## config.mk

```make
export PLATFORM = sky130hd
export DESIGN_NAME = cacheCtrl
export DESIGN_NICKNAME = d
export VERILOG_FILES = /design/src/common/memSysPkg.sv /design/src/cacheCtrl/cacheCtrl.sv
export SDC_FILE = /design/constraint.sdc
export NUM_CORES = 1
export LEC_CHECK = 0
export BUFFER_PORTS_ARGS = -buffer_cell sky130_fd_sc_hd__buf_2
export CAP_MARGIN = 20
export CORE_MARGIN = 2
export CORE_UTILIZATION = 40
export CTS_CLUSTER_DIAMETER = 40
export DETAILED_ROUTE_END_ITERATION = 8
export PLACE_DENSITY = 0.88
export SYNTH_ARGS = -nofsm -noshare
export SYNTH_HDL_FRONTEND = slang
export SYNTH_SLANG_ARGS = --single-unit
```

## constraint.sdc

```tcl
create_clock -name clk -period 2.7 [get_ports clk]
set_clock_uncertainty 0.1 [all_clocks]
set_input_delay 0.54 -clock clk [delete_from_list [all_inputs] [get_ports clk]]
set_output_delay 0.54 -clock clk [all_outputs]
set_load 0.005 [all_outputs]
```

## src/common/memSysPkg.sv

```systemverilog
`default_nettype none

package memSysPkg;

   localparam int wordW      = 16;
   localparam int tagW       = 5;
   localparam int indexW     = 8;
   localparam int offsetW    = 3;    // byte offset within a line
   localparam int lineWords  = 4;
   localparam int memLatency = 2;    // read request to data, in cycles
   localparam int memWords   = 32768;

   localparam int numSets  = 1 << indexW;
   localparam int wordSelW = $clog2(lineWords);
   localparam int memAddrW = $clog2(memWords);    // word address into main memory

   localparam logic [wordSelW-1:0] lastWord = wordSelW'(lineWords - 1);

   typedef struct packed {
      logic [tagW-1:0]    tag;
      logic [indexW-1:0]  index;
      logic [offsetW-1:0] offset;
   } addrFieldsT;

   // same 16 bits, seen whole or split for the cache lookup
   typedef union packed {
      logic [wordW-1:0] flat;
      addrFieldsT       f;
   } addrU;

   typedef struct packed {
      logic                en;
      logic                comp;       // tag compare, write only on hit
      logic                write;
      logic                setValid;   // load tag, set valid, clear dirty
      logic [indexW-1:0]   index;
      logic [tagW-1:0]     tag;
      logic [wordSelW-1:0] word;
      logic [wordW-1:0]    data;
   } wayReqT;

   typedef struct packed {
      logic             hit;
      logic             valid;
      logic             dirty;
      logic [tagW-1:0]  tag;
      logic [wordW-1:0] data;
   } wayRspT;

   typedef struct packed {
      logic                rd;
      logic                wr;
      logic [memAddrW-1:0] addr;
      logic [wordW-1:0]    data;
   } memReqT;

   typedef enum logic [2:0] {
      idle,
      compare,
      writeBack,
      writeThrough,
      fetch,
      fill,
      finish
   } ctrlStateT;

endpackage

`default_nettype wire

```

## src/cacheCtrl/cacheCtrl.sv

```systemverilog
`timescale 1ns/1ps
`default_nettype none

module cacheCtrl
   import memSysPkg::*;
(
   input  logic             clk,
   input  logic             rstN,
   input  addrU             addr,
   input  logic [wordW-1:0] dataIn,
   input  logic             rd,
   input  logic             wr,
   input  wayRspT           rsp0,
   input  wayRspT           rsp1,
   input  logic [wordW-1:0] memData,
   output wayReqT           req0,
   output wayReqT           req1,
   output memReqT           memReq,
   output logic [wordW-1:0] dataOut,
   output logic             done,
   output logic             stall,
   output logic             cacheHit
);

   ctrlStateT             state;
   ctrlStateT             nextState;
   logic [wordSelW-1:0]   wordCnt;    // issue side, writeback and fetch
   logic [wordSelW-1:0]   fillCnt;    // return side of the fetch
   logic [wordSelW-1:0]   reqWord;
   logic [memLatency-1:0] rdPend;
   logic                  victimBit;
   logic                  victimSel;
   logic                  wayLat;
   logic                  useWay;
   logic                  anyHit;
   logic                  fillWe;
   logic [wordW-1:0]      hitData;
   wayRspT                vicRsp;
   wayReqT                wReq;

   assign reqWord = addr.f.offset[offsetW-1:1];
   assign anyHit  = rsp0.hit | rsp1.hit;
   assign hitData = rsp0.hit ? rsp0.data : rsp1.data;
   assign fillWe  = rdPend[memLatency-1];    // fetched word on memData now

   // invalid way first, way 0 before way 1
   assign victimSel = ~rsp0.valid ? 1'b0 : (~rsp1.valid ? 1'b1 : victimBit);
   assign useWay    = (state == compare) ? victimSel : wayLat;
   assign vicRsp    = useWay ? rsp1 : rsp0;

   always_comb begin
      nextState  = state;
      wReq       = '0;
      wReq.index = addr.f.index;
      wReq.tag   = addr.f.tag;
      wReq.word  = reqWord;
      wReq.data  = dataIn;
      memReq     = '0;
      case (state)
         idle: begin
            if (rd || wr) begin
               nextState = compare;
            end
         end
         compare: begin
            wReq.en    = 1'b1;
            wReq.comp  = 1'b1;
            wReq.write = wr;
            if (anyHit) begin
               nextState = idle;
            end else if (vicRsp.valid && vicRsp.dirty) begin
               nextState = writeBack;
            end else if (wr) begin
               nextState = writeThrough;
            end else begin
               nextState = fetch;
            end
         end
         writeBack: begin
            wReq.en     = 1'b1;
            wReq.word   = wordCnt;
            memReq.wr   = 1'b1;
            memReq.addr = {vicRsp.tag, addr.f.index, wordCnt};    // old line address
            memReq.data = vicRsp.data;
            if (wordCnt == lastWord) begin
               nextState = wr ? writeThrough : fetch;
            end
         end
         writeThrough: begin
            memReq.wr   = 1'b1;
            memReq.addr = {addr.f.tag, addr.f.index, reqWord};
            memReq.data = dataIn;
            nextState   = fetch;
         end
         fetch: begin
            memReq.rd   = 1'b1;
            memReq.addr = {addr.f.tag, addr.f.index, wordCnt};
            if (wordCnt == lastWord) begin
               nextState = fill;
            end
         end
         fill: begin
            if (fillWe && fillCnt == lastWord) begin
               nextState = finish;
            end
         end
         finish: begin
            wReq.en       = 1'b1;
            wReq.setValid = 1'b1;
            nextState     = idle;
         end
         default: nextState = idle;
      endcase
      // returning words overlap the last fetch issues
      if (fillWe) begin
         wReq.en    = 1'b1;
         wReq.write = 1'b1;
         wReq.word  = fillCnt;
         wReq.data  = memData;
      end
   end

   // compare looks at both ways, everything else only at the victim
   always_comb begin
      req0    = wReq;
      req1    = wReq;
      req0.en = wReq.en & ((state == compare) | ~useWay);
      req1.en = wReq.en & ((state == compare) | useWay);
   end

   always_ff @(posedge clk) begin
      if (!rstN) begin
         state     <= idle;
         wordCnt   <= '0;
         fillCnt   <= '0;
         rdPend    <= '0;
         victimBit <= 1'b0;
         wayLat    <= 1'b0;
         done      <= 1'b0;
         stall     <= 1'b0;
         cacheHit  <= 1'b0;
      end else begin
         state  <= nextState;
         rdPend <= {rdPend[memLatency-2:0], memReq.rd};
         done   <= (state != idle) && (nextState == idle);
         if (state == idle && (rd || wr)) begin
            victimBit <= ~victimBit;
            stall     <= 1'b1;
         end else if (nextState == idle) begin
            stall <= 1'b0;
         end
         if (state == compare) begin
            wayLat   <= victimSel;
            cacheHit <= anyHit;
         end
         if (state == writeBack || state == fetch) begin
            wordCnt <= wordCnt + 1'b1;    // wraps back to 0 after four
         end
         if (fillWe) begin
            fillCnt <= fillCnt + 1'b1;
         end
      end
   end

   always_ff @(posedge clk) begin
      if (state == compare && anyHit) begin
         dataOut <= hitData;
      end else if (fillWe && rd && fillCnt == reqWord) begin
         dataOut <= memData;    // requested word as it comes back
      end
   end

endmodule

`default_nettype wire

```

# Word level (Yosys, flattened, before mapping)
# Index checks and enable logic that the tools add are counted.
dict set report totals {
  mem_bits_ro 0
  ram_bits 0
  in_bits 100
  regBits 30
  wordCells 72
  latch_bits 0
  out_inout_bits 122
  n_memories 0
}
dict set report classes {
  div_mod_pow 0
  n_mul 0
  shifts 0
  n_bitwise 7
  order_cmp 0
  n_eq_ne 9
  n_addsub 2
  reduce_logical 16
  muxes 28
}
# operator count
set ops {}
lappend ops {{two-way mux 16 bit} 3}
lappend ops {{one-hot mux 15 bit (3 select lines)} 1}
lappend ops {{one-hot mux 16 bit (2 select lines)} 1}
lappend ops {{two-way mux 23 bit} 1}
lappend ops {{two-way mux 3 bit} 7}
lappend ops {{two-way mux 18 bit} 1}
lappend ops {{one-hot mux 3 bit (6 select lines)} 1}
lappend ops {{two-way mux 1 bit} 11}
lappend ops {{equality test 3 bit, second input constant} 3}
lappend ops {{logical AND 1 bit} 7}
lappend ops {{equality test 3 x 2 -> 1 bit, second input constant} 2}
lappend ops {{zero test 3 bit} 2}
lappend ops {{adder 2 x 1 -> 2 bit, second input constant} 2}
lappend ops {{equality test 2 bit, second input constant} 2}
lappend ops {{two-way mux 2 bit} 2}
lappend ops {{nonzero test 2 bit} 2}
lappend ops {{equality test 3 x 1 -> 1 bit, second input constant} 1}
lappend ops {{bitwise OR 1 bit} 3}
lappend ops {{nonzero test 3 bit} 1}
lappend ops {{OR reduction 3 bit} 1}
lappend ops {{bitwise AND 1 bit} 2}
lappend ops {{equality test 2 bit} 1}
lappend ops {{logical OR 1 bit} 2}
lappend ops {{inverter 1 bit} 2}
lappend ops {{OR reduction 2 bit} 1}

# Logic depth before layout (Yosys ltp)
dict set report logic_depth {
  depth_word 11
  depth_mapped 9
}

# Worst setup path after synthesis
# Ideal clock, no wire load.
dict set report synth_path {
  path_kind {flip-flop to output port}
  start {reg state[0]}
  end {out memReq[26] in the netlist's numbering}
  path_buffers 3
  stages_incl_launch_ff 10
  setup_slack_ps 416
  arrival_time_ps 1644
  cell_sequence {dfxtp_1 buf_4 or3b_1 buf_6 clkinv_4 and3_4 a21oi_4 buf_6 mux2i_1 o21ai_0}
}
# item line_no
set synth_lines {}
lappend synth_lines {{start, declared} cacheCtrl.sv:25} ;# ctrlStateT state;
lappend synth_lines {{start signal, assigned} cacheCtrl.sv:133} ;# state <= idle;
lappend synth_lines {{start signal, assigned} cacheCtrl.sv:143} ;# state <= nextState;
lappend synth_lines {{end, declared} cacheCtrl.sv:18} ;# output memReqT memReq,

==> flow_summary.yaml <==
cells_and_area:
  nets: 585
  fillers: 596
  diodes: 0
  drive_gt1_frac: 0.5475
  finalNonFillerCells: 561
  seq_area_um2: 760.7
  syn_to_final_growth_pct: 35.94
  multiInputGateArea_um2: 1453
floorplan:
  coreArea_um2: 6422
  die_x_um: 85.76
  fp-row-count: 29
  die_h_um: 85.76
  start_util: 0.4163
  io_pins: 222
  dieArea_um2: 7355
timing:
  finalSetupViolCount: 0
  min_period_over_period: 0.9569
  relSlewSlack: 0.7174
  period_minus_slack_ps: 2584
  slew_violations: 0
  clock.fmax_ghz: 0.3871
  tightest_slew_ps: 419.5
  rsz0062_at_grt: "no"
  setup_ws_ps: 116.5
  finalSetupTns_ps: 0
  hold_viol: 0
global_routing:
  grt_pass1_vias: 2706
  grt_usage: 0.2103
  antenna_found_initial: 0
  grt-ovfl-total: 0
  grt_pass1_wl_mm: 12.30
  grt_max_degree: 22
clock_network:
  h-tree-depth: 2
  cts_root_buf: "clkbuf_8"
  holdBufCountCts: 0
  cts.sinks: 30
  cts_setup_buffers: 0
  cts_buffer_depth: 2
  cts_tree: "yes"
  clock_latency_ps: 270
  clk_pin_slew_ps: 60
  cts_buffers: 5
power_and_ir_drop:
  powerDensity_nw_per_um2: 377.6
  totalPowerFinal_mw: 1.373
  clock_power_share: 0.265
  power.share.switching: 0.2950
  ir_drop_mv: 0.2155
  switchingPower_mw: 0.4049
  internal_power_mw: 0.9677
  p_comb_frac: 0.344
  sequentialPowerShare: 0.391
  power_leakage_nw: 2.019
yosys:
  netlist_area_um2: 2674
  synth_fa_ha_area_frac: 0.009359
  ys_warn_count: 0
  synth_compound_area_frac: 0.1404
  synth_mux_area_frac: 0.2251
  ys_ff_latch: 30
  synth_xor_area_frac: 0.01638
  syn_inst: 308
  yosysSeqAreaShare: 0.2845
  synth_top_family_by_area: "multiplexers"
  synth_nets: 410
  synth_top_area_cell: "edfxtp_1"
  ys_top_cells_by_area: "edfxtp_1, mux2i_1, buf_4, dfxtp_1, mux2_2"
  synthSimpleGateAreaFrac: 0.1483
  synth_top_area_frac: 0.1797
  ys_types: 38
  avgSynthCellArea_um2: 8.681
outcome:
  violations: "design-rule violations"
  status: "finished with violations"
detailed_routing:
  wire_per_inst_um: 14.78
  avgViaCountPerCell: 5.046
  firstDrtPassIters: 7
  vias: 2831
  postRouteAntennaNets: 0
  drt-initial-drc-count: 94
  drcViolationCount: 15
  finalWirelength_mm: 8.292
placement:
  dp_cells: 553
  port_buffers: 220
  dp_hpwl_mm: 6.772
  routabilityCongestion: 0.8576
  place_ws_ps: 234.2
job:
  drv_cap: 0
setup_path:
  start_kind: "flip-flop"
  crit_family: "simple AND/OR/NAND/NOR gates"
  cp_max_fo: 8
  path_buf_inv: 3
  path_cells: "or3b_4 -> clkinv_4 -> and3_4 -> a21oi_4 -> buf_4 -> mux2i_1 -> o21ai_1 -> buf_2"
  critPathSlowestCell: "dfxtp_1"
  cp-end-kind: "output port"
  required_ps: 2060
  critPathLaunch: "state[0]"
  crit_arrival_ps: 1940
  reg2reg_from: "state[0]"
  critPathMaxStageDelay_ps: 300
  path_class: "flip-flop to output port"
min_path:
  hold_class: "flip-flop to flip-flop"
  hp-start: "rdPend[0]"
-- per-stage QoR --
stage / utilization / instance area (um2) / hold WS, ps
floorplan: - / 2674 / 311.9
global placement: 0.5508 / 3537 / 319.4
detailed placement: 0.5508 / 3537 / 317.9
CTS: 0.5656 / 3632 / 332.1
global route: 0.5659 / 3635 / 369.3
finish: 0.5659 / 3635 / 329.5
-- power groups by stage --
| stage | combinational (mW) | clock (mW) | sequential (mW) |
|---|---|---|---|
| final | 0.473 | 0.364 | 0.537 |
| after CTS | 0.473 | 0.375 | 0.537 |
| after global routing | 0.517 | 0.392 | 0.540 |
| after detailed placement | 0.470 | 0 | 0.547 |
| after floorplan | 0.283 | 0 | 0.549 |
| after global placement | 0.455 | 0 | 0.544 |
-- final timing paths --
kind                to  slack, ps  cells past startpoint
max          memReq[3]        120                      8
min          rdPend[1]        330                      1
max reg2reg   state[1]        570                      8
min reg2reg  rdPend[1]        330                      1
-- synth_stat cells --
| cell type | number |
|---|---|
| a41o_1 | 1 |
| a21oi_1 | 21 |
| nand2_1 | 26 |
| xnor2_1 | 3 |
| nor2_1 | 20 |
| nand3_1 | 3 |
| buf_4 | 48 |
| edfxtp_1 | 16 |
| o21ba_2 | 1 |
| nand2b_1 | 4 |
| clkbuf_1 | 11 |
| o21ai_1 | 16 |
| o2bb2ai_1 | 1 |
| xor2_1 | 2 |
| and3_1 | 1 |
| nor3_1 | 1 |
| ha_1 | 2 |
| o21ai_0 | 13 |
| a211o_1 | 2 |
| mux2i_1 | 41 |
| a21o_1 | 1 |
| or2_1 | 1 |
| clkinv_4 | 1 |
| dfxtp_1 | 14 |
| a21boi_0 | 1 |
| and3_4 | 1 |
| and2_1 | 7 |
| and3b_1 | 1 |
| mux2_2 | 17 |
| buf_1 | 1 |
| a32o_1 | 3 |
| a22o_1 | 2 |
| a21oi_4 | 1 |
| buf_6 | 3 |
| buf_2 | 3 |
| inv_1 | 2 |
| nor2b_1 | 15 |
| or3b_1 | 1 |
-- state kept, by name, summed over array words and instances, names as in the netlist --
name and flops:
cacheHit 1, dataOut 16, done 1, fillCnt 2
rdPend 2, stall 1, state 3, victimBit 1
wayLat 1, wordCnt 2
-- what timing repair did --
| item | in CTS | in global routing |
|---|---|---|
| endpoints found under the setup margin | 17 | 29 |
| resized for setup | 2 | 2 |
| hold endpoints to repair | 0 | 0 |
-- cells by family after synthesis --
family	after synthesis
compound gates	63
xor+xnor	5
fa+ha+maj	2
buf+inv	69
flops	30
mux	58
simple gates	81
-- layer usage --
layer | vias to the layer above | track usage | part of all wire
met4 | 0 | 0.06061 | 0.013
met1 | 1293 | 0.2272 | 0.38
met3 | 8 | 0.05197 | 0.083
met2 | 153 | 0.4020 | 0.52
met5 | - | 0 | 0
li1 | 1377 | - | -
-- area by class of cell --
type,count,area share
clock buffer,8,0.02478
inverter,3,0.004475
timing repair buffer,234,0.3353
sequential,30,0.2093
multi-input combinational,209,0.3997
tap,77,0.02651
-- cells in the final DEF, fill, tap and decap left out, types with 3 or more instances in the layout --
cell / synthesis / layout
buf_2: 3 / 220
mux2i_1: 41 / 41
nand2_1: 26 / 26
a21oi_1: 21 / 21
nor2_1: 20 / 19
o21ai_1: 16 / 17
mux2_2: 17 / 17
edfxtp_1: 16 / 16
nor2b_1: 15 / 14
dfxtp_1: 14 / 14
buf_4: 48 / 13
o21ai_0: 13 / 12
and2_1: 7 / 7
clkbuf_8: 0 / 6
nand2b_1: 4 / 3
xnor2_1: 3 / 3
nand3_1: 3 / 3
a32o_1: 3 / 3
(Power assumes the default switching activity.)
